===== src/design/pmem_defines.svh =====
`ifndef PMEM_DEFINES_SVH
`define PMEM_DEFINES_SVH

// Line geometry
`define PMEM_LINE_BITS   256
`define PMEM_OFFSET_BITS 5

// Lines kept by the memory model
`define PMEM_INDEX_BITS  10

// Memory latency in clock cycles
`define PMEM_DELAY       12

`endif


===== src/design/pmem_pkg.sv =====
`default_nettype none

`include "pmem_defines.svh"

package pmem_pkg;

    typedef logic [31:0] addr_t;                            // Byte address
    typedef logic [31:0] word_t;
    typedef logic [3:0]  byte_en_t;
    typedef logic [`PMEM_LINE_BITS-1:0] line_t;
    typedef logic [31-`PMEM_OFFSET_BITS:0] line_addr_t;     // Byte address without offset
    typedef logic [2:0]  word_sel_t;                        // Word slot within a line

    typedef enum logic [1:0] {
        pmem_idle,
        pmem_busy,
        pmem_fail,
        pmem_respond
    } pmem_state_t;

    typedef enum logic [1:0] {
        client_idle,
        client_wait_read,
        client_wait_write
    } client_state_t;

endpackage

`default_nettype wire


===== src/design/data_line_port.sv =====
`timescale 1ns/1ps
`default_nettype none

`include "pmem_defines.svh"

module data_line_port (
    input  logic                 clk,
    input  logic                 reset,

    input  logic                 data_read,
    input  logic                 data_write,
    input  pmem_pkg::addr_t      data_address,
    input  pmem_pkg::word_t      data_wdata,
    input  pmem_pkg::byte_en_t   data_byte_enable,
    output pmem_pkg::word_t      data_rdata,
    output logic                 data_resp,

    output logic                 mem_read,
    output logic                 mem_write,
    output pmem_pkg::line_addr_t mem_address,
    output pmem_pkg::line_t      mem_wdata,
    input  pmem_pkg::line_t      mem_rdata,
    input  logic                 mem_resp
);
    import pmem_pkg::*;

    client_state_t state;
    logic          store_op;
    word_sel_t     word_sel;
    word_t         read_word;
    word_t         merged_word;
    line_t         merged_line;
    line_t         wb_line;
    logic          new_req;

    assign word_sel  = data_address[`PMEM_OFFSET_BITS-1:2];
    assign read_word = mem_rdata[word_sel*32 +: 32];
    assign new_req   = (data_read || data_write) && !data_resp;

    // Only the enabled bytes of the addressed word change
    always_comb begin
        merged_word = read_word;
        for (int i = 0; i < 4; i++) begin
            if (data_byte_enable[i]) begin
                merged_word[8*i +: 8] = data_wdata[8*i +: 8];
            end
        end
        merged_line = mem_rdata;
        merged_line[word_sel*32 +: 32] = merged_word;
    end

    assign mem_read    = (state == client_wait_read);
    assign mem_write   = (state == client_wait_write);
    assign mem_address = data_address[31:`PMEM_OFFSET_BITS];
    assign mem_wdata   = wb_line;

    always_ff @(posedge clk) begin
        if (reset) begin
            state     <= client_idle;
            store_op  <= 1'b0;
            data_resp <= 1'b0;
        end else begin
            data_resp <= 1'b0;
            case (state)
                client_idle: begin
                    if (new_req) begin
                        store_op <= data_write;
                        state    <= client_wait_read;   // Stores read the line first
                    end
                end
                client_wait_read: begin
                    if (mem_resp) begin
                        if (store_op) begin
                            state <= client_wait_write;
                        end else begin
                            data_resp <= 1'b1;
                            state     <= client_idle;
                        end
                    end
                end
                client_wait_write: begin
                    if (mem_resp) begin
                        data_resp <= 1'b1;
                        state     <= client_idle;
                    end
                end
                default: state <= client_idle;
            endcase
        end
    end

    always_ff @(posedge clk) begin
        if ((state == client_wait_read) && mem_resp) begin
            if (store_op) begin
                wb_line <= merged_line;                 // Held through the write
            end else begin
                data_rdata <= read_word;
            end
        end
    end

endmodule

`default_nettype wire


===== config.mk =====
export PLATFORM = sky130hd
export DESIGN_NAME = data_line_port
export DESIGN_NICKNAME = d
export VERILOG_FILES = /design/src/design/pmem_pkg.sv /design/src/design/data_line_port.sv
export VERILOG_INCLUDE_DIRS = /design/src /design/src/design
export SDC_FILE = /design/constraint.sdc
export NUM_CORES = 1
export LEC_CHECK = 0
export ABC_AREA = 1
export BUFFER_PORTS_ARGS = -buffer_cell sky130_fd_sc_hd__buf_2
export CAP_MARGIN = 20
export CORE_AREA = 4 4 253 255
export CTS_CLUSTER_SIZE = 14
export DETAILED_ROUTE_END_ITERATION = 10
export DIE_AREA = 0 0 257 259
export PLACE_DENSITY = 0.55
export SYNTH_ARGS = -nofsm -noshare
export SYNTH_HDL_FRONTEND = slang
export SYNTH_SLANG_ARGS = --single-unit

===== constraint.sdc =====
create_clock -name clk -period 14.4 [get_ports clk]
set_input_delay 2.88 -clock clk [delete_from_list [all_inputs] [get_ports clk]]
set_output_delay 2.88 -clock clk [all_outputs]
set_load 0.02 [all_outputs]

==> summary by stage <==
Outcome
The flow ran to the end, and the final reports show no timing, DRC or antenna violations.

Setup path
On the critical path, the stage with the largest delay is an instance of ha_4. Walking the worst path, the cells encountered are buf_4, clkinv_2, ha_4, buf_16, clkinv_2, buf_4, nor2_4, buf_4, nand3_1, o21ai_0. For this run, the slowest stage of the critical path takes 910 ps.

Of all nets on the critical path, the largest fanout is 65. The required time at the worst-slack endpoint is 14,740 ps. STA puts the critical path data arrival time at 7340 ps. The category of the most critical setup path is in -> reg. The cell occurring most often along the worst timing path is buf_4. The worst setup path is launched from a primary input. STA classifies the critical path endpoint as a flop.

Synthesis
The share of synthesized area in the top cell type comes to 0.534. The adder-cell area share of the yosys netlist is 0.00619. The post-synthesis compound-gate area fraction is 0.0518. The number of distinct library cells after synthesis is 23. In the post-synthesis netlist, the cell with the most instances is nand2_1. The count of flip-flops with a built-in enable after synthesis is 288. A synthesized cell averages 8.27 um^2. The post-synthesis mux area share is 0.

The cell type with the largest total area after synthesis is edfxtp_1. In the synthesized netlist the async set-or-reset flop fraction comes to 0. During synthesis, Yosys emitted a total of 0 warnings. The count of state elements after synthesis is 292. Sorting the synthesized cells by area gives the leading types as edfxtp_1 (53%), nand2_1 (15%), nand3_1 (7.9%), inv_1 (5.5%), nand4_1 (4.9%).

The largest family of logic cells by synthesized area is simple AND/OR/NAND/NOR gates. The simple-gate share of the synthesized area is 0.300. Synthesis handed over a netlist of 1,956 instances. After synthesis, the most frequently instantiated cells are nand2_1 (648), edfxtp_1 (288), nand3_1 (257). When the netlist entered floorplanning its net count stood at 2,293. For this run, the register share of the synthesized area comes to 0.539.

In the synthesized netlist the dominant register cell turns out to be edfxtp_1. The netlist area before placement is 16,200 um^2. Of the total synthesized cell area, the portion taken by XOR and XNOR cells is 0.

STA
Setup repair after global routing left no endpoint under its margin. The setup total negative slack is 0 ps. The actual transition at the worst max-transition pin is 1100 ps. The number of hold-slack violations in the final timing report is 0. Static timing analysis puts the maximum clock frequency at 0.143 GHz. The number of max-slew violations in the final report was 0.

The worst-case hold slack is 493 ps. Headroom to the max-slew limit came out at 0.269. The final critical-path required period is 7000 ps. Setup violations remaining at the end of the flow were counted as 0. In the post-route analysis, the smallest setup slack over all paths is 7400 ps. Dividing the final minimum period by the clock period gives 0.486. The worst clock skew is 19.2 ps.

Floorplanning
For this configuration, the core starts out at a cell density of 0.263. The overall die width is 257 um. The area inside the core boundary is 61,600 um^2. The placement row count is 91. The floorplan step set the die height to 259 um. The die covers 66,600 um^2.

Pin placement for this block handled 647 I/O pins.

Global routing
The busiest metal layer after global routing is met2. The first global-routing pass estimated 111,000 um of wire. The met1 usage in global routing is 0.274. The global routing usage on met3 is 0.0486. The total grt overflow is 0. The initial antenna violation count was 12. The met2 usage in global routing is 0.376. The combined global-route utilization of all metal layers is 0.225. The via count of the first global-routing pass is 16,600. The pin count of the biggest net entering global routing is 74.

Detailed routing
The detail route stage leaves a number of antenna-violating nets equal to 0. The detailed router finished its first iteration with 1,706 violations. For this run, the detailed router's first-pass iteration total came to 6.

The routed wire length is 78,900 um. The detail-routed via count per cell is 5.02. After detailed routing, the average wire length per cell comes to 23.8 um. The detailed router placed 16,700 vias in this run.

The total DRC errors in the routed layout is 0.

Power
The power per cell area is 109 nW/um^2. IR analysis of the VDD net gives a maximum drop of 62.3 uV. The power after layout is 2.28 mW. The analysis attributes to cell leakage a power of 9.66 nW.

Place
The detailed placer's ending HPWL is 55,400 um. The routability congestion estimate is 0.918. In this run the tool buffered the top-level ports with 590 buffer cells. The post-placement worst setup slack is 6780 ps.

Clock network
The count of H-tree levels built during CTS is 2. The CTS tree is built. Clock-pin slew was measured on the worst setup and hold paths at 60 ps. CTS saw 292 sinks. In this run the clock root is driven by a clkbuf_16.

The clock network latency to the later pin of the worst-skew pair is 540 ps. After clock tree synthesis, the repair step resized 0 gates. Buffers added to address setup during post-CTS repair amount to 0. The maximum buffer depth of the clock tree is 3. The number of CTS-inserted buffers is 37. The number of buffers added to fix hold violations after cts is 0.

Layout
From synthesis to final layout, the design area changed by 29.5%. Of the cells placed in the final design, the portion with a size suffix greater than 1 is 0.277. The final net count is 2,786.

Job
The number of maximum-capacitance constraint violations is 0.

Hold path
The class of the worst hold path is reg -> reg.
## state kept, by name (all words and copies together), names as in the netlist
| name | cells |
|---|---|
| data_rdata | 32 |
| store_op | 1 |
| mem_wdata | 256 |
| data_resp | 1 |
| state | 2 |
## cell usage in the layout (no fill, tap or decap), types with 2 or more instances in the layout
cell and count:
diode_2 8, nor2_1 3, clkinv_2 6, o21ai_1 43, bufinv_16 3, clkbuf_16 39, nor4_4 2, buf_4 26
edfxtp_1 288, clkinv_1 5, ha_1 7, inv_1 236, o21ai_0 119, buf_2 588, nor2_4 4, clkbuf_1 13
a21oi_1 4, dfxtp_1 4, nand2_1 648, nor3_4 6, nand3_1 257, inv_2 7, nand4_1 128, and2_1 32
## cells by family (layout without fill, tap and decap cells)
kind of cell	Yosys count	count (layout)
AO/OA/AOI/OAI	167	167
adder cells (fa/ha/maj)	8	8
buffers and inverters	408	928
flip-flops	292	292
other	0	8
AND/OR/NAND/NOR	1081	1081
## layout make-up
| class | instances | area, um^2 |
|---|---|---|
| antenna | 8 | 20.0 |
| multi-input combinational | 1256 | 5870 |
| tap | 837 | 1050 |
| timing repair buffer | 616 | 3180 |
| inverter | 246 | 928 |
| sequential | 292 | 8730 |
| fill | 6565 | 40600 |
| clock inverter | 13 | 138 |
| clock buffer | 53 | 1040 |
## metrics by stage
stage,instances,util,cell area [um^2]
2_1_floorplan,1956,-,16200
3_3_place_gp,3246,0.320,19700
3_5_place_dp,3246,0.320,19700
4_1_cts,3312,0.339,20900
5_1_grt,3318,0.340,20900
6_report,3321,0.340,21000
## path summary, 6_finish.rpt
| kind | from | end | slack, ps | cells past startpoint |
|---|---|---|---|---|
| worst min-delay path | state[0] | state[0] | 490 | 2 |
| worst min register to register | state[0] | state[0] | 490 | 2 |
| worst max register to register | state[1] | mem_wdata[194] | 10820 | 6 |
| worst max-delay path | data_address[3] | mem_wdata[211] | 7400 | 10 |
## per-layer routing
metal	routed length (um)	vias up	share of wire
met3	7730	220	0.098
met5	33	-	0.00042
met4	4040	4	0.051
met1	29800	7793	0.38
li1	-	7506	-
met2	37400	1142	0.47
## worst max-delay path: cells and delay by family
family                   cells  cell delay (ps)
AND/OR/NAND/NOR              2              340
AO/OA/AOI/OAI                1              170
adder cells (fa/ha/maj)      1              910
buffers and inverters        6             2820
## power by group
group	total (mW)	leakage [nW]	switching (mW)	internal, mW
Combinational	0.382	6.44	0.276	0.105
Clock	0.934	0.574	0.379	0.555
Sequential	0.969	2.64	0.00591	0.963
Total	2.28	9.66	0.661	1.62
Power figures use the tool's default switching activity.
