==> config.mk <==
export PLATFORM = sky130hd
export DESIGN_NAME = pmem_arbiter
export DESIGN_NICKNAME = d
export VERILOG_FILES = /design/src/design/pmem_pkg.sv /design/src/design/pmem_arbiter.sv
export VERILOG_INCLUDE_DIRS = /design/src /design/src/design
export SDC_FILE = /design/constraint.sdc
export NUM_CORES = 1
export LEC_CHECK = 0
export BUFFER_PORTS_ARGS = -buffer_cell sky130_fd_sc_hd__clkbuf_2
export CAP_MARGIN = 20
export CORE_AREA = 2 2 237 239
export CTS_BUF_LIST = sky130_fd_sc_hd__clkbuf_2 sky130_fd_sc_hd__clkbuf_4 sky130_fd_sc_hd__clkbuf_8
export CTS_CLUSTER_SIZE = 12
export DETAILED_ROUTE_END_ITERATION = 8
export DIE_AREA = 0 0 239 241
export GPL_ROUTABILITY_DRIVEN = 0
export PLACE_DENSITY = 0.3
export SLEW_MARGIN = 20
export SYNTH_ARGS = -nofsm -noshare
export SYNTH_HDL_FRONTEND = slang
export SYNTH_SLANG_ARGS = --single-unit
==> constraint.sdc <==
create_clock -name clk -period 1 [get_ports clk]
set_input_delay 0 -clock clk [delete_from_list [all_inputs] [get_ports clk]]
set_output_delay 0 -clock clk [all_outputs]
set_load 0.1 [all_outputs]
==> src/design/pmem_defines.svh <==
`ifndef PMEM_DEFINES_SVH
`define PMEM_DEFINES_SVH

// Line geometry
`define PMEM_LINE_BITS   256
`define PMEM_OFFSET_BITS 5

// Lines kept by the memory model
`define PMEM_INDEX_BITS  10

// Memory latency in clock cycles
`define PMEM_DELAY       12

`endif

==> src/design/pmem_pkg.sv <==
`default_nettype none

`include "pmem_defines.svh"

package pmem_pkg;

    typedef logic [31:0] addr_t;                            // Byte address
    typedef logic [31:0] word_t;
    typedef logic [3:0]  byte_en_t;
    typedef logic [`PMEM_LINE_BITS-1:0] line_t;
    typedef logic [31-`PMEM_OFFSET_BITS:0] line_addr_t;     // Byte address without offset
    typedef logic [2:0]  word_sel_t;                        // Word slot within a line

    typedef enum logic [1:0] {
        pmem_idle,
        pmem_busy,
        pmem_fail,
        pmem_respond
    } pmem_state_t;

    typedef enum logic [1:0] {
        client_idle,
        client_wait_read,
        client_wait_write
    } client_state_t;

endpackage

`default_nettype wire

==> src/design/pmem_arbiter.sv <==
`timescale 1ns/1ps
`default_nettype none

module pmem_arbiter (
    input  logic                 clk,
    input  logic                 reset,

    input  logic                 fetch_mem_read,
    input  pmem_pkg::line_addr_t fetch_mem_address,
    output logic                 fetch_mem_resp,

    input  logic                 data_mem_read,
    input  logic                 data_mem_write,
    input  pmem_pkg::line_addr_t data_mem_address,
    input  pmem_pkg::line_t      data_mem_wdata,
    output logic                 data_mem_resp,

    output logic                 pmem_read,
    output logic                 pmem_write,
    output pmem_pkg::line_addr_t pmem_address,
    output pmem_pkg::line_t      pmem_wdata,
    input  logic                 pmem_resp
);

    logic busy;
    logic owner;            // 0 fetch, 1 data
    logic last_served;
    logic fetch_req;
    logic data_req;
    logic pick_data;

    assign fetch_req = fetch_mem_read;
    assign data_req  = data_mem_read || data_mem_write;

    // On a tie the client not served last wins
    assign pick_data = data_req && (!fetch_req || !last_served);

    always_ff @(posedge clk) begin
        if (reset) begin
            busy        <= 1'b0;
            owner       <= 1'b0;
            last_served <= 1'b1;
        end else if (busy) begin
            if (pmem_resp) begin
                busy        <= 1'b0;                // Bus free from next cycle
                last_served <= owner;
            end
        end else if (fetch_req || data_req) begin
            busy  <= 1'b1;
            owner <= pick_data;
        end
    end

    assign pmem_read    = busy && (owner ? data_mem_read : fetch_mem_read);
    assign pmem_write   = busy && owner && data_mem_write;   // Only data writes
    assign pmem_address = owner ? data_mem_address : fetch_mem_address;
    assign pmem_wdata   = data_mem_wdata;

    assign fetch_mem_resp = busy && !owner && pmem_resp;
    assign data_mem_resp  = busy && owner && pmem_resp;

endmodule

`default_nettype wire

==> results of run 1 <==
## flip-flops by register name, summed over array words and instances, names as in the netlist
signal and flops:
last_served 1, owner 1, busy 1
## logic make-up (layout without fill, tap and decap cells)
kind of cell,Yosys count,in the layout,synth area share [%]
muxes,28,28,16.3
buffers and inverters,261,104,77.7
AOI/OAI and AO/OA,5,5,1.87
and+or+nand+nor,7,7,1.72
DFF,3,3,2.36
## how the worst min path moves through the flow
stage / startpoint / end / slack [ns] / depth (start not counted)
after global placement: data_mem_wdata[115] / pmem_wdata[115] / 0.0007 / 0
final: data_mem_wdata[177] / pmem_wdata[177] / 0.00004 / 0
after floorplan: reset / busy / 0.07 / 1
after CTS: data_mem_wdata[115] / pmem_wdata[115] / 0.0007 / 0
after global routing: data_mem_wdata[33] / pmem_wdata[33] / 0.0001 / 0
after detailed placement: data_mem_wdata[115] / pmem_wdata[115] / 0.0007 / 0
## power breakdown
part	internal, mW	switching [mW]	leakage [nW]	total (mW)
clock network	0.300	0.0933	0.0262	0.393
registers	0.132	0.0201	0.0261	0.152
logic	0.818	1.18	0.834	2.00
total	1.25	1.30	0.886	2.55
## cell type report
| cell class | count | area (sq um) |
|---|---|---|
| well taps | 704 | 881 |
| fillers | 6482 | 52300 |
| inverters | 1 | 3.75 |
| clock buffers | 4 | 48.8 |
| flip-flops and latches | 3 | 67.6 |
| repair buffers | 99 | 1030 |
| multi-input cells | 40 | 542 |
## through the flow
step                      area (sq um)  utilization [%]
after floorplan                   2570                -
after global placement            2440             4.45
after detailed placement          2440             4.45
after CTS                         2530             4.61
after global routing              2570             4.69
final                             2570             4.69
## synth_stat cells
library cell	instances	area [sq um]
buf_4	256	1920
mux2_4	27	405
buf_6	3	33.8
dfxtp_1	3	60.1
nor2b_1	2	12.5
a211o_1	1	8.76
a211oi_1	1	7.51
a21o_1	1	7.51
and3_1	1	6.26
and3_4	1	11.3
buf_12	1	20.0
inv_2	1	3.75
mux2i_1	1	10.0
nand2_1	1	3.75
nor2_1	1	3.75
nor4_1	1	6.26
o21bai_1	1	7.51
o32ai_2	1	16.3
## what timing repair did
action,4_1_cts,5_1_grt
setup buffers,2,1
pin swaps,1,1
endpoints found under the setup margin,32,32
cloned,0,1
gates resized for setup,7,3
## metal layers
| metal | routed length (um) | share of wire (%) | track usage (%) |
|---|---|---|---|
| met1 | 1820 | 21 | 1.45 |
| met3 | 2100 | 24 | 2.58 |
| met4 | 958 | 11 | 3.66 |
| met5 | 0 | 0 | 0.253 |
| met2 | 3750 | 43 | 3.69 |
==> results.py, run 1 <==
metrics = {
    "floorplan": {
        "die_y_um": 241,
        "core.rowCount": 86,
        "dieArea_sq_um": 57600,
        "start_util_pct": 4.64,
        "io_pins": 603,
        "core_sq_um": 54900,
        "die-width_um": 239,
    },
    "critical_path": {
        "arrival_ns": 1.31,
        "timing.rr.start": "owner",
        "regToRegEndpoint": "last_served",
        "r2r_setup_slack_ns": -0.11,
        "worst_setup_path_end_kind": "output port",
        "critical_path_depth": 4,
        "slowest_stage": "dfxtp_4",
        "startpoint": "owner",
        "path_cells": "buf_4 > buf_6 > mux2_4 > buf_12",
        "path_class": "reg -> out",
        "crit_path_max_incr_delay_ns": 0.37,
        "critical_path.top_delay_family": "buffers and inverters",
        "endpoint": "pmem_address[13]",
        "worstRegToRegCells": 4,
        "startpoint_type": "flip-flop",
        "cp.required_ns": 1.00,
        "path_max_fanout": 5,
        "worst-path-buf-inv": 3,
    },
    "global_routing": {
        "track_usage_pct": 2.56,
        "antenna_found_initial": 0,
        "overflow": 0,
        "grt_pass1_wl_um": 10200,
        "grt_pass1_vias": 1333,
        "grt_max_degree": 19,
    },
    "placement": {
        "numPortBuffers": 90,
        "dp.cells": 843,
        "dpl_worst_slack_ns": -0.0920,
        "post-dp-hpwl_um": 7210,
    },
    "synthesis": {
        "synth_cells": 304,
        "post_synth_instance_area_sq_um": 2550,
        "ys_ff_latch": 3,
        "yosysWarnings": 0,
        "synth_nets": 620,
        "syn_avg_cell_area_sq_um": 8.38,
        "synth_seq_area_share_pct": 2.36,
        "yosys.cell_types.count": 18,
    },
    "routing": {
        "wl_um": 8640,
        "drtAntennaViolNets": 0,
        "dr.pass1.iters": 4,
        "viasPerCell": 1.49,
        "drt-wirelength-per-cell_um": 10.1,
        "drc_errors": 0,
        "num_vias": 1264,
        "drtIter0Drc": 28,
    },
    "cts": {
        "cts_buffers": 3,
        "root_buffer": "clkbuf_8",
        "clock_latency_ns": 0.22,
        "cts_hold_buf": 0,
        "path_clk_slew_ns": 0.03,
        "cts.path.max_buffers": 2,
        "clkSinkCount": 3,
        "htreeDepth": 1,
        "cts_tree": "built",
    },
    "sta": {
        "rsz0062_at_grt": "true",
        "post-route-min-period_ns": 1.31,
        "fmax_mhz": 766,
        "finalMaxSlewViolations": 0,
        "finalHoldViolations": 0,
        "min_period_over_period_pct": 131,
        "worst_slew_margin_rel_pct": 85.4,
        "setup_slack_ns": -0.306,
        "finalSetupTns_ns": -8.74,
        "setup_violations": 32,
        "skew_ns": 0.00111,
        "worstMarginPinSlew_ns": 0.217,
        "holdWs_ns": 0.0000386,
    },
    "run": {
        "cap_violations": 0,
    },
    "status": {
        "status": "finished with violations",
        "violations": "setup timing",
    },
    "final_layout": {
        "nets": 464,
        "drive_gt1_share_pct": 95.2,
        "num_antenna_cells": 0,
        "final_common_cell": "clkbuf_2",
        "area_delta_synth_final_pct": 1.13,
        "layout_common_cells": "clkbuf_2 (59), buf_12 (32), mux2_4 (27), buf_6 (5), clkbuf_8 (3)",
        "layout.cells.non_filler": 851,
    },
    "power_and_ir_drop": {
        "powerDensity_nw_per_um2": 989,
        "p_leak_nw": 0.886,
        "power_mw": 2.55,
        "ir_drop_v": 0.000298,
    },
    "hold_path": {
        "hp-class": "in -> out",
    },
}
Power figures use the tool's default switching activity.
==> inputs of run 2 (changes only) <==
--- a/config.mk
+++ b/config.mk
@@ -15,6 +15,7 @@
 export DIE_AREA = 0 0 239 241
 export GPL_ROUTABILITY_DRIVEN = 0
 export PLACE_DENSITY = 0.3
+export SETUP_SLACK_MARGIN = 0.15
 export SLEW_MARGIN = 20
 export SYNTH_ARGS = -nofsm -noshare
 export SYNTH_HDL_FRONTEND = slang
==> results.py, run 2 (synthesized netlist as in run 1, its figures left out) <==
metrics = {
    "hold_path": {
        "hp-class": "in -> out",
    },
    "cts": {
        "root_buffer": "clkbuf_8",
        "cts_tree": "built",
        "path_clk_slew_ns": 0.03,
        "cts_buffers": 3,
        "cts_hold_buf": 0,
        "cts.path.max_buffers": 2,
        "htreeDepth": 1,
        "clock_latency_ns": 0.22,
        "clkSinkCount": 3,
    },
    "floorplan": {
        "start_util_pct": 4.64,
        "io_pins": 603,
        "die-width_um": 239,
        "core.rowCount": 86,
        "core_sq_um": 54900,
        "die_y_um": 241,
        "dieArea_sq_um": 57600,
    },
    "sta": {
        "worstMarginPinSlew_ns": 0.223,
        "finalHoldViolations": 0,
        "fmax_mhz": 771,
        "finalMaxSlewViolations": 0,
        "min_period_over_period_pct": 130,
        "setup_violations": 33,
        "post-route-min-period_ns": 1.30,
        "setup_slack_ns": -0.296,
        "skew_ns": 0.00295,
        "worst_slew_margin_rel_pct": 85.0,
        "rsz0062_at_grt": "true",
    },
    "placement": {
        "numPortBuffers": 90,
        "post-dp-hpwl_um": 7610,
        "dp.cells": 842,
    },
    "routing": {
        "dr.pass1.iters": 4,
        "drt-wirelength-per-cell_um": 10.7,
        "num_vias": 1233,
        "drtIter0Drc": 24,
        "viasPerCell": 1.45,
        "drc_errors": 0,
        "wl_um": 9110,
        "drtAntennaViolNets": 0,
    },
    "final_layout": {
        "final_common_cell": "clkbuf_2",
        "layout_common_cells": "clkbuf_2 (59), buf_12 (33), mux2_4 (27), clkbuf_8 (3), buf_4 (3)",
        "area_delta_synth_final_pct": -0.0000785,
        "layout.cells.non_filler": 848,
        "nets": 461,
        "drive_gt1_share_pct": 95.1,
        "largest_registers": "busy: 1 flops, last_served: 1 flops, owner: 1 flops",
        "num_antenna_cells": 0,
    },
    "global_routing": {
        "overflow": 0,
        "grt_pass1_wl_um": 10700,
        "grt_pass1_vias": 1357,
        "antenna_found_initial": 0,
        "track_usage_pct": 2.75,
        "grt_max_degree": 13,
    },
    "critical_path": {
        "worst_setup_path_end_kind": "output port",
        "arrival_ns": 1.30,
        "startpoint_type": "flip-flop",
        "path_max_fanout": 9,
        "cp.required_ns": 1.00,
        "path_class": "reg -> out",
    },
    "status": {
        "status": "finished with violations",
        "violations": "setup timing",
    },
    "power_and_ir_drop": {
        "power_mw": 2.52,
        "powerDensity_nw_per_um2": 989,
        "p_leak_nw": 0.870,
        "ir_drop_v": 0.000313,
    },
    "run": {
        "cap_violations": 0,
    },
}
## run 2: cell types whose count changed in the layout (fill, tap and decap cells not counted)
cell / before / now
buf_12: 32 / 33
buf_16: 0 / 1
buf_4: 2 / 3
buf_6: 5 / 0
clkbuf_16: 1 / 0
dfxtp_2: 0 / 1
dfxtp_4: 2 / 1
## run 2: power breakdown
group / internal, mW / switching, mW / total [mW]
sequential: 0.132 / 0.0202 / 0.153
clock: 0.299 / 0.0833 / 0.383
combinational: 0.811 / 1.17 / 1.98
## run 2: critical path, stage by stage (launching register included)
cell and delay (ns):
dfxtp_4 0.40, buf_12 0.16, mux2_4 0.33, buf_12 0.17
## run 2: repair_timing
item                                    CTS  global route
setup buffers                             1             0
resized for setup                         5             0
endpoints found under the setup margin   33            33
pin swaps                                 0             0
cloned                                    1             0
## run 2: final timing paths
kind	from	endpoint	slack, ns	depth (start not counted)
setup / recovery	owner	pmem_address[22]	-0.30	3
hold / removal	data_mem_wdata[233]	pmem_wdata[233]	0.00004	0
setup reg to reg	owner	owner	-0.06	4
hold reg to reg	last_served	last_served	0.46	1
## run 2: cell type report
type                    instances  area [sq um]
clock buffers                   4          48.8
fillers                      6483         52300
inverters                       1          3.75
multi-input cells              40           542
flip-flops and latches          3          65.1
well taps                     704           881
repair buffers                 96          1010
## run 2: stage by stage
step | utilization [%] | instance area, sq um | hold WS (ns) | TNS [ns] | worst slack (ns)
floorplan | - | 2570 | 0.0710 | -0.649 | -0.0621
global placement | 4.46 | 2440 | 0.000681 | -1.73 | -0.0852
detailed placement | 4.46 | 2440 | 0.000681 | -2.17 | -0.110
CTS | 4.64 | 2550 | 0.000681 | -8.69 | -0.316
global route | 4.64 | 2550 | 0.000143 | -9.14 | -0.328
finish | 4.64 | 2550 | 0.0000386 | -8.05 | -0.296
## run 2: per-layer routing
layer | track usage [%] | routed length (um) | vias up
met1 | 1.29 | 1720 | 433
met2 | 3.64 | 3540 | 313
met4 | 4.53 | 1290 | 0
met5 | 0 | 0 | -
li1 | - | - | 373
met3 | 3.32 | 2560 | 114
