`src/design/pmem_defines.svh`:
```
`ifndef PMEM_DEFINES_SVH
`define PMEM_DEFINES_SVH

// Line geometry
`define PMEM_LINE_BITS   256
`define PMEM_OFFSET_BITS 5

// Lines kept by the memory model
`define PMEM_INDEX_BITS  10

// Memory latency in clock cycles
`define PMEM_DELAY       12

`endif

```
`src/design/pmem_pkg.sv`:
```
`default_nettype none

`include "pmem_defines.svh"

package pmem_pkg;

    typedef logic [31:0] addr_t;                            // Byte address
    typedef logic [31:0] word_t;
    typedef logic [3:0]  byte_en_t;
    typedef logic [`PMEM_LINE_BITS-1:0] line_t;
    typedef logic [31-`PMEM_OFFSET_BITS:0] line_addr_t;     // Byte address without offset
    typedef logic [2:0]  word_sel_t;                        // Word slot within a line

    typedef enum logic [1:0] {
        pmem_idle,
        pmem_busy,
        pmem_fail,
        pmem_respond
    } pmem_state_t;

    typedef enum logic [1:0] {
        client_idle,
        client_wait_read,
        client_wait_write
    } client_state_t;

endpackage

`default_nettype wire

```
`src/design/fetch_line_buffer.sv`:
```
`timescale 1ns/1ps
`default_nettype none

`include "pmem_defines.svh"

module fetch_line_buffer (
    input  logic                 clk,
    input  logic                 reset,

    input  logic                 fetch_read,
    input  pmem_pkg::addr_t      fetch_address,
    output pmem_pkg::word_t      fetch_rdata,
    output logic                 fetch_resp,

    output logic                 mem_read,
    output pmem_pkg::line_addr_t mem_address,
    input  pmem_pkg::line_t      mem_rdata,
    input  logic                 mem_resp,

    input  logic                 snoop_write,
    input  pmem_pkg::line_addr_t snoop_address
);
    import pmem_pkg::*;

    line_t      line_q;
    line_addr_t tag_q;
    logic       valid_q;
    line_addr_t req_line;
    word_sel_t  req_sel;
    logic       hit;
    logic       new_req;
    logic       fill;

    assign req_line = fetch_address[31:`PMEM_OFFSET_BITS];
    assign req_sel  = fetch_address[`PMEM_OFFSET_BITS-1:2];
    assign hit      = valid_q && (tag_q == req_line);

    // Held request already answered in the resp cycle
    assign new_req  = fetch_read && !fetch_resp && !mem_read;
    assign fill     = mem_read && mem_resp;

    assign mem_address = req_line;                      // Client holds the address

    always_ff @(posedge clk) begin
        if (reset) begin
            valid_q    <= 1'b0;
            mem_read   <= 1'b0;
            fetch_resp <= 1'b0;
        end else begin
            fetch_resp <= 1'b0;
            if (fill) begin
                mem_read   <= 1'b0;
                valid_q    <= 1'b1;
                fetch_resp <= 1'b1;
            end else if (new_req) begin
                if (hit) begin
                    fetch_resp <= 1'b1;                 // Hit answers next cycle
                end else begin
                    mem_read <= 1'b1;
                end
            end
            // Drop the line when the data port writes it
            if (snoop_write && (snoop_address == tag_q)) begin
                valid_q <= 1'b0;
            end
        end
    end

    always_ff @(posedge clk) begin
        if (fill) begin
            line_q      <= mem_rdata;
            tag_q       <= mem_address;
            fetch_rdata <= mem_rdata[req_sel*32 +: 32];
        end else if (new_req && hit) begin
            fetch_rdata <= line_q[req_sel*32 +: 32];
        end
    end

endmodule

`default_nettype wire

```
`config.mk`:
```
export PLATFORM = sky130hd
export DESIGN_NAME = fetch_line_buffer
export DESIGN_NICKNAME = d
export VERILOG_FILES = /design/src/design/pmem_pkg.sv /design/src/design/fetch_line_buffer.sv
export VERILOG_INCLUDE_DIRS = /design/src /design/src/design
export SDC_FILE = /design/constraint.sdc
export NUM_CORES = 1
export LEC_CHECK = 0
export BUFFER_PORTS_ARGS = -buffer_cell sky130_fd_sc_hd__buf_2
export CELL_PAD_IN_SITES_DETAIL_PLACEMENT = 0
export CELL_PAD_IN_SITES_GLOBAL_PLACEMENT = 1
export CORE_MARGIN = 2
export CORE_UTILIZATION = 48
export DETAILED_ROUTE_END_ITERATION = 6
export HOLD_SLACK_MARGIN = 0.12
export PLACE_DENSITY = 0.85
export SLEW_MARGIN = 30
export SYNTH_ARGS = -nofsm -noshare
export SYNTH_HDL_FRONTEND = slang
export SYNTH_SLANG_ARGS = --single-unit
```
`constraint.sdc`:
```
create_clock -name clk -period 15.8 [get_ports clk]
set_clock_uncertainty 0.05 [all_clocks]
set_input_delay 3.16 -clock clk [delete_from_list [all_inputs] [get_ports clk]]
set_output_delay 3.16 -clock clk [all_outputs]
set_load 0.01 [all_outputs]
```
==> impl_results.md, run 1 <==
* Cell at the slowest stage of the critical path: buf_2
* Fin crit share at 0.4202
* Hold Crit Class: reg -> reg
* Chip Height at 176.5 µm
* Die X at 176.5 µm
* Synth async-reset ratio at 0
* Layout cell share with drive strength beyond 1 at 0.4969
* Reg2reg setup slack at 12.74 ns
* Buf/Inv on CP at 2
* Mapped Cells at 746
* CTS Root Buffer Type: clkbuf_16
* Max Cap Viol at 0
* CP Max Fanout at 3
* Area grow syn2layout at 22.18%
* Worst-skew pair later-pin latency at 0.51 ns
* Final Hold Slack at 0.4447 ns
* Via density at 5.724
* FMAX at 150.6 MHz
* Pleak at 6.501 nW
* R2r startpoint: mem_read
* Rows at 63
* Cell taking the most area after synthesis: edfxtp_1
* Slew Limit Fails at 0
* Vias at 8683
* Rel. slew slack at 0.3601
* Iteration-0 DRC Markers at 820
* Final #Nets at 1417
* Ranking of synthesized cells by area: edfxtp_1 (66%), mux4_2 (18%), a22oi_1 (2.7%)
* Reg clk slew, reported paths at 0.05 ns
* Power per Cell Area at 112.6 nW/µm²
* GRT Util Overall at 0.2168
* Initial antenna violation count at 10
* Fin cells at 1517
* Clock buffer depth at 3
* Detail Route Antenna Nets at 0
* CORE AREA at 29480 µm²
* Critical path arrival at 3.43 ns
* Synth Cell Area at 14280 µm²
* Final hold vios at 0
* Hold path endpoint: valid_q
* Port-buffer cells at 378
* RSZ-0062 raised after global routing: no
* Die Area at 31140 µm²
* Commonest non-fill, non-tap cell in the layout: buf_2
* Final WL at 34340 µm
* Most frequent cells in the layout: buf_2 (377), edfxtp_1 (315), mux4_2 (116), a22oi_1 (52), clkbuf_16 (37)
* Hold_sp: valid_q
* CP Launch Type: input pin
* Cells along the critical path: buf_2, buf_2
* Crit path largest cell delay at 0.14 ns
* Final setup viols at 0
* Initial core utilization at 0.4843
* Post-synth top area share at 0.6625
* Final HPWL DP at 23130 µm
* Gp weighted congestion at 0.8040
* Status: finished clean
* Yosys warns at 0
* CTS tree: done
* Largest net degree at the start of global routing at 88
* Dpl cells at 1449
* WL/cell at 22.64 µm
* Post-synth EDFFs at 315
* Top-Level Pins at 381
* DRC viols at 0
* CP most frequent cell: buf_2
* Worst Reg-to-Reg Cells at 6
* #FFs+latches synth at 318
* Postcts setup bufs at 0
* WP data required at 12.59 ns
* Vias in the first global route at 9023
* Hold depth at 2
* 1st-pass router iterations at 5
* Fin crit period at 6.639 ns
* First-pass GRT wire length at 51180 µm
* Clock sink total at 318
* Most used DFF post-synth: edfxtp_1
* R2R Path End: fetch_rdata[22]
* H-tree depth at 2
* # resized after CTS at 0
* Worst Path Class, Setup: in -> out
* Average size of a mapped cell at 19.14 µm²
* Total Negative Setup Slacks at 0 ns
* Crit path capture type: primary output
* Total global routing overflow at 0
* Synth unique cells at 31
* Total CTS buffers at 36
* Register area share after synthesis at 0.6667
* Cts hold-fix bufs at 0
* Syn_nets at 1066
* Worst slew pin tran at 0.9575 ns
* Peak VDD IR at 0.08706 mV
* Top Family by Delay on Critical Path: buffers and inverters
per-layer routing:
metal	GRT usage	routed length (µm)	vias up
li1	-	-	3842
met1	0.2878	12990	4305
met2	0.3562	17030	460
met3	0.06072	3497	66
met4	0.05579	764	10
met5	0	69	-
registers in the layout, summed over array words and instances, names as in the netlist:
| name | flops |
|---|---|
| tag_q | 27 |
| line_q | 256 |
| fetch_resp | 1 |
| fetch_rdata | 32 |
| mem_read | 1 |
| valid_q | 1 |
synth_stat cells, types with 12 or more instances:
cell type / count
a22oi_1: 52
mux2i_1: 12
buf_2: 14
buf_4: 28
a211oi_1: 25
xnor2_1: 27
edfxtp_1: 315
and3_1: 24
mux4_2: 116
xor2_1: 27
nand2_1: 28
clkbuf_1: 22
final cells by class:
cell class | instances | area [µm²]
Timing Repair Buffer | 387 | 1966
Tap cell | 390 | 488.0
Inverter | 1 | 11.26
Multi-Input combinational cell | 353 | 4349
Clock buffer | 44 | 952.2
Sequential cell | 318 | 9519
Fill cell | 2292 | 12040
Antenna cell | 4 | 10.01
Clock inverter | 20 | 148.9
worst max path at each step:
| stage | startpoint | depth (start not counted) | endpoint | slack [ns] |
|---|---|---|---|---|
| finish | fetch_address[28] | 2 | mem_address[23] | 9.16 |
| global route | fetch_address[11] | 2 | mem_address[6] | 9.15 |
| CTS | fetch_address[21] | 2 | mem_address[16] | 9.16 |
| floorplan | mem_resp | 6 | fetch_rdata[31] | 8.06 |
| detailed placement | fetch_address[21] | 2 | mem_address[16] | 9.16 |
| global placement | fetch_address[21] | 2 | mem_address[16] | 9.16 |
per-stage QoR:
| stage | power (W) | setup slack, ns | cell area (µm²) | utilization |
|---|---|---|---|---|
| 2_1_floorplan | 0.001121 | 8.064 | 14280 | - |
| 4_1_cts | 0.001984 | 9.157 | 17430 | 0.5912 |
| 5_1_grt | 0.002032 | 9.155 | 17440 | 0.5915 |
| 3_3_place_gp | 0.001192 | 9.160 | 16330 | 0.5539 |
| 3_5_place_dp | 0.001199 | 9.157 | 16330 | 0.5539 |
| 6_report | 0.001964 | 9.161 | 17440 | 0.5917 |
where the power goes:
part | total [W] | switching (W) | internal [W]
Clock | 0.000785 | 0.000324 | 0.000461
Sequential | 0.000980 | 0.00000912 | 0.000971
Combinational | 0.000200 | 0.000100 | 0.0000996
Total | 0.00196 | 0.000433 | 0.00153
cell families after synthesis:
family / synth area share
buf+inv: 0.03199
flops: 0.6667
compound gates: 0.04198
simple gates: 0.03479
mux: 0.1914
xor+xnor: 0.03313
Power figures use the tool's default switching activity.
==> run 2: changes to the inputs <==
Settings changed: CORE_UTILIZATION 48 to 40, PLACE_DENSITY 0.85 to 0.76.
Clock period 15.8 ns to 6 ns, I/O delays scaled along.
==> run 2 against run 1 <==
Net effect:
- via count fell by 0.69%
- highest routed layer unchanged
- global-route usage shrank 2.8 points
- power rose to 2.7 times the previous value
- clock-buffer cell count rose by 2
- final cell count rose by 4.6%
- clock power rose to 2.7 times the previous value
- worst setup slack lost 6.6 ns
- die area rose by 20%
- design area increased by 1.2%
- sequential power grew to 2.6 times the previous value
- non-clock buffer count increased by 3
==> impl_results.md, run 2 (synthesis results as in run 1) <==
* Status: finished clean
* Final Util at 0.4987 (-0.09299)
* Final hold vios at 0 (unchanged)
* RSZ-0062 raised after global routing: no
* Die X at 192.9 µm (+9.3%)
* Rows at 69 (+9.5%)
* Worst Reg-to-Reg Cells at 5 (-1)
* CORE AREA at 35400 µm² (+20%)
* FMAX at 292.0 MHz
* CTS Root Buffer Type: clkbuf_16
* Hold Crit Class: reg -> reg
* Highest routing layer actually used: met5
* Worst Path Class, Setup: in -> reg
* CP Launch Type: input pin
* Crit path capture type: register
* Slew Limit Fails at 0 (unchanged)
* Critical path arrival at 3.64 ns (+0.21 ns)
* Cts hold-fix bufs at 0 (unchanged)
* Largest net degree at the start of global routing at 134 (+52%)
* WL/cell at 22.67 µm (+0.12%)
* Top-Level Pins at 381 (unchanged)
* Final HPWL DP at 24720 µm (+6.9%)
* CP Capture Point: fetch_rdata[2]
* Met1 wire length at 14040 µm (+8.1%)
* Detail Route Antenna Nets at 0 (unchanged)
* Max Cap Viol at 0 (unchanged)
* Most frequent cells in the layout: buf_2 (377), edfxtp_1 (315), mux4_2 (116), a22oi_1 (52), clkbuf_16 (37)
* Final WL at 35970 µm (+4.7%)
* Hold_sp: valid_q
* Gp weighted congestion at 0.8065 (+0.31%)
* R2R Path End: fetch_rdata[2]
* CP Max Fanout at 65 (+62)
* Internal power at 0.004113 W (+170%)
* Routed wl met3 at 3408 µm (-2.5%)
* Worst slew pin tran at 0.7880 ns (-0.1696 ns)
* Max FFs per register at 256 (unchanged)
* NetSw at 0.001127 W (+160%)
* # resized after CTS at 0 (unchanged)
* Iteration-0 DRC Markers at 585 (-29%)
* Fin crit period at 3.425 ns
* Top flop regs: line_q (256), fetch_rdata (32), tag_q (27)
* Power per Cell Area at 296.8 nW/µm² (+160%)
* Layout filler cell count at 3002 (+31%)
* Total global routing overflow at 0 (unchanged)
* Pleak at 6.543 nW (+0.63%)
* Via density at 5.434 (-5.1%)
* First-pass GRT wire length at 52640 µm (+2.9%)
* Port-buffer cells at 378 (unchanged)
* 1st-pass router iterations at 5 (unchanged)
* GRT Util Overall at 0.1891 (-0.02763)
* WP data required at 6.22 ns (-6.37 ns)
* Area grow syn2layout at 23.64%
* Vias at 8623 (-0.69%)
* Total Negative Setup Slacks at 0 ns (unchanged)
* Met2 WL at 17660 µm (+3.7%)
* Layout cell share with drive strength beyond 1 at 0.4964 (about the same)
* Fin crit share at 0.5708
* DRC viols at 0 (unchanged)
* Clock buffer depth at 3 (unchanged)
* Gate power share at 0.101 (about the same)
* Commonest non-fill, non-tap cell in the layout: buf_2
* Total CTS buffers at 35 (-2.8%)
* Clock power share at 0.406 (+0.006)
* Initial core utilization at 0.4034 (-0.08094)
* Crit. Startpoint: mem_resp
* Postcts setup bufs at 0 (unchanged)
* Clock sink total at 318 (unchanged)
* Reg clk slew, reported paths at 0.06 ns (about the same)
* Chip Height at 192.9 µm (+9.3%)
* Peak VDD IR at 0.2415 mV (+180%)
* Switching part of the total at 0.2151 (-0.005286)
* Final setup viols at 0 (unchanged)
* Initial antenna violation count at 16 (+6)
* CTS tree: done
* Worst-skew pair later-pin latency at 0.51 ns (about the same)
* Sequential Power Share at 0.493 (-0.006)
* Reg2reg setup slack at 3.03 ns (-9.71 ns)
* R2r startpoint: mem_read
* Final #Nets at 1419 (+0.14%)
* Vias in the first global route at 9048 (+0.28%)
* Register with the most flip-flops: line_q
* Tot Pwr at 0.005239 W (+170%)
* Rel. slew slack at 0.4747 (+0.1145)
* Die Area at 37220 µm² (+20%)
* H-tree depth at 2 (unchanged)
-- run 2: worst min path at each step --
stage	endpoint	cells past startpoint	slack (ns)
6_report	valid_q	2	0.44
4_1_cts	valid_q	2	0.44
3_5_place_dp	valid_q	2	0.43
3_3_place_gp	valid_q	2	0.44
5_1_grt	valid_q	2	0.51
2_1_floorplan	valid_q	2	0.42
-- run 2: metal layers --
| layer | GRT usage | up-vias |
|---|---|---|
| li1 | - | 3838 |
| met1 | 0.2400 | 4314 |
| met2 | 0.3122 | 377 |
| met3 | 0.06128 | 72 |
| met4 | 0.05420 | 22 |
| met5 | 0 | - |
-- run 2: final cells by class --
cell class                      count  area, µm²  share of cell area
Sequential cell                   318       9520              0.5393
Multi-Input combinational cell    353       4349              0.2464
Timing Repair Buffer              390       2069              0.1172
Clock buffer                       46      959.7             0.05436
Tap cell                          461      576.8             0.03267
Clock inverter                     12      151.4            0.008576
Antenna cell                        6      15.01           0.0008505
Inverter                            1      11.26           0.0006379
-- run 2: per-stage QoR --
step | worst slack (ns) | cells | hold WS, ns | cell area (µm²)
after floorplan | 0.2236 | 746 | 0.4197 | 14280
after detailed placement | 1.975 | 1522 | 0.4340 | 16500
after global placement | 1.969 | 1520 | 0.4366 | 16440
after global routing | 2.337 | 1584 | 0.5147 | 17650
after CTS | 2.532 | 1580 | 0.4418 | 17610
final | 2.575 | 1587 | 0.4432 | 17650
-- run 2: critical path: stages --
cell and delay, ns:
buf_2 0.26, nand2_8 0.55, buf_4 0.68, mux4_2 0.59
a22oi_1 0.22, nand2_1 0.06
-- run 2: power groups by stage --
stage | clock network [W] | registers (W) | logic, W
2_1_floorplan | 0 | 0.00264 | 0.000315
3_3_place_gp | 0 | 0.00263 | 0.000522
3_5_place_dp | 0 | 0.00263 | 0.000535
4_1_cts | 0.00218 | 0.00258 | 0.000537
5_1_grt | 0.00226 | 0.00259 | 0.000580
6_report | 0.00212 | 0.00258 | 0.000531
==> run 3: changes to the inputs <==
Clock period 6 ns to 2.85 ns, I/O delays scaled along.
==> run 3 against run 2 <==
Net effect:
- sequential power up 110%
- critical path type is now reg -> reg
- global-route usage grew 0.11 points
- final cell count increased by 1.5%
- die area unchanged
- via count increased by 1.7%
- worst setup slack worse by 2.0 ns
==> impl_results.md, run 3 (synthesis results as in run 1) <==
* RSZ-0062 raised after global routing: no
* CORE AREA at 35400 µm² (unchanged)
* Total CTS buffers at 36 (+2.9%)
* Crit path capture type: register
* Worst-skew pair later-pin latency at 0.51 ns (about the same)
* Total global routing overflow at 0 (unchanged)
* CP Launch Type: register
* Top-Level Pins at 381 (unchanged)
* Setup ws final at 0.5979 ns (-1.977 ns)
* Largest net degree at the start of global routing at 135 (+0.75%)
* Final #Nets at 1433 (+0.99%)
* Via density at 5.442 (+0.16%)
* Clock buffer depth at 3 (unchanged)
* Vias in the first global route at 9132 (+0.93%)
* # resized after CTS at 0 (unchanged)
* Initial core utilization at 0.4034 (unchanged)
* Internal power at 0.008418 W (+100%)
* GRT Util Overall at 0.1903 (+0.001149)
* WP data required at 3.00 ns (-3.22 ns)
* Layout cell share with drive strength beyond 1 at 0.5048 (+0.008417)
* Max Cap Viol at 0 (unchanged)
* Top flop regs: line_q (256), fetch_rdata (32), tag_q (27)
* Gate power share at 0.108 (+0.007)
* Vias at 8767 (+1.7%)
* Postcts setup bufs at 0 (unchanged)
* Port-buffer cells at 378 (unchanged)
* Rows at 69 (unchanged)
* Peak VDD IR at 0.4946 mV (+100%)
* Power per Cell Area at 607.5 nW/µm² (+100%)
* 1st-pass router iterations at 5 (unchanged)
* Initial antenna violation count at 17 (+1)
* Die Area at 37220 µm² (unchanged)
* Chip Height at 192.9 µm (unchanged)
* Final setup viols at 0 (unchanged)
* Most frequent cells in the layout: buf_2 (377), edfxtp_1 (315), mux4_2 (116), a22oi_1 (52), clkbuf_16 (37)
* CTS tree: done
* CTS Root Buffer Type: clkbuf_16
* DP Area at 16740 µm² (+1.4%)
* Sequential Power Share at 0.501 (+0.008)
* Total Negative Setup Slacks at 0 ns (unchanged)
* Finished Cell Area at 17850 µm² (+1.1%)
* Commonest non-fill, non-tap cell in the layout: buf_2
* Hold Crit Class: in -> reg
* Worst slew pin tran at 0.7711 ns (-0.01691 ns)
* Gp weighted congestion at 0.8148 (+1.0%)
* CP Max Fanout at 32 (-51%)
* WL/cell at 22.37 µm (-1.3%)
* Pleak at 6.640 nW (+1.5%)
* Final hold vios at 0 (unchanged)
* First-pass GRT wire length at 52990 µm (+0.66%)
* Slew Limit Fails at 0 (unchanged)
* Final Hold Slack at 0.1870 ns (-0.2562 ns)
* NetSw at 0.002428 W (+120%)
* Area grow syn2layout at 25.05%
* H-tree depth at 2 (unchanged)
* Iteration-0 DRC Markers at 567 (-3.1%)
* Final WL at 36040 µm (+0.18%)
* Fin crit share at 0.7902
* Critical path arrival at 2.40 ns (-1.24 ns)
* Cts hold-fix bufs at 0 (unchanged)
* Status: finished clean
* Worst Path Class, Setup: reg -> reg
* Final HPWL DP at 25220 µm (+2.0%)
* Fin crit period at 2.252 ns
* FMAX at 444.0 MHz
* Reg clk slew, reported paths at 0.06 ns (about the same)
* Max FFs per register at 256 (unchanged)
* Register with the most flip-flops: line_q
* Tot Pwr at 0.01085 W (+110%)
* DRC viols at 0 (unchanged)
* Die X at 192.9 µm (unchanged)
* Rel. slew slack at 0.4859 (+0.01128)
* Clock power share at 0.391 (-0.015)
* Detail Route Antenna Nets at 0 (unchanged)
* Clock sink total at 318 (unchanged)
* Dpl ws at 0.3573 ns (-1.618 ns)
* Switching part of the total at 0.2239 (+0.008820)
run 3: power by group through the flow:
stage / sequential, W / combinational (W) / clock [W]
6_report: 0.00543 / 0.00117 / 0.00424
5_1_grt: 0.00545 / 0.00128 / 0.00453
4_1_cts: 0.00543 / 0.00119 / 0.00437
3_5_place_dp: 0.00553 / 0.00118 / 0
3_3_place_gp: 0.00552 / 0.00116 / 0
2_1_floorplan: 0.00553 / 0.000665 / 0
run 3: final cells by class:
cell class                 count  area, µm²
clock buffer                  41      940.9
multi-input combinational    353       4350
inverter                       1      16.27
antenna                       15      37.54
tap                          461      576.8
clock inverter                19      110.1
fill                        3027      17540
sequential                   318       9519
timing repair buffer         403       2302
run 3: worst paths after layout:
check / start / endpoint / slack [ns] / depth (start not counted)
setup / recovery: tag_q[26] / fetch_rdata[18] / 0.60 / 5
hold / removal: mem_rdata[245] / line_q[245] / 0.19 / 1
setup reg to reg: tag_q[26] / fetch_rdata[18] / 0.60 / 5
hold reg to reg: valid_q / valid_q / 0.44 / 2
run 3: routing by layer:
layer  vias up  track usage  share of wire
met2       410       0.3044           0.48
met3        65      0.05383          0.093
met1      4403       0.2490           0.40
li1       3881            -              -
met4         8      0.06993          0.024
met5         -            0         0.0014
run 3: through the flow:
| step | util | instances |
|---|---|---|
| 2_1_floorplan | - | 746 |
| 3_3_place_gp | 0.4729 | 1535 |
| 3_5_place_dp | 0.4729 | 1535 |
| 4_1_cts | 0.5025 | 1595 |
| 5_1_grt | 0.5041 | 1607 |
| 6_report | 0.5044 | 1611 |
run 3: critical path, cell delays in order, from the launching register on:
cell and delay (ns):
edfxtp_1 0.43, xor2_1 0.17, nor4_1 0.56, nand4_1 0.24
o21ai_4 0.19, buf_12 0.27
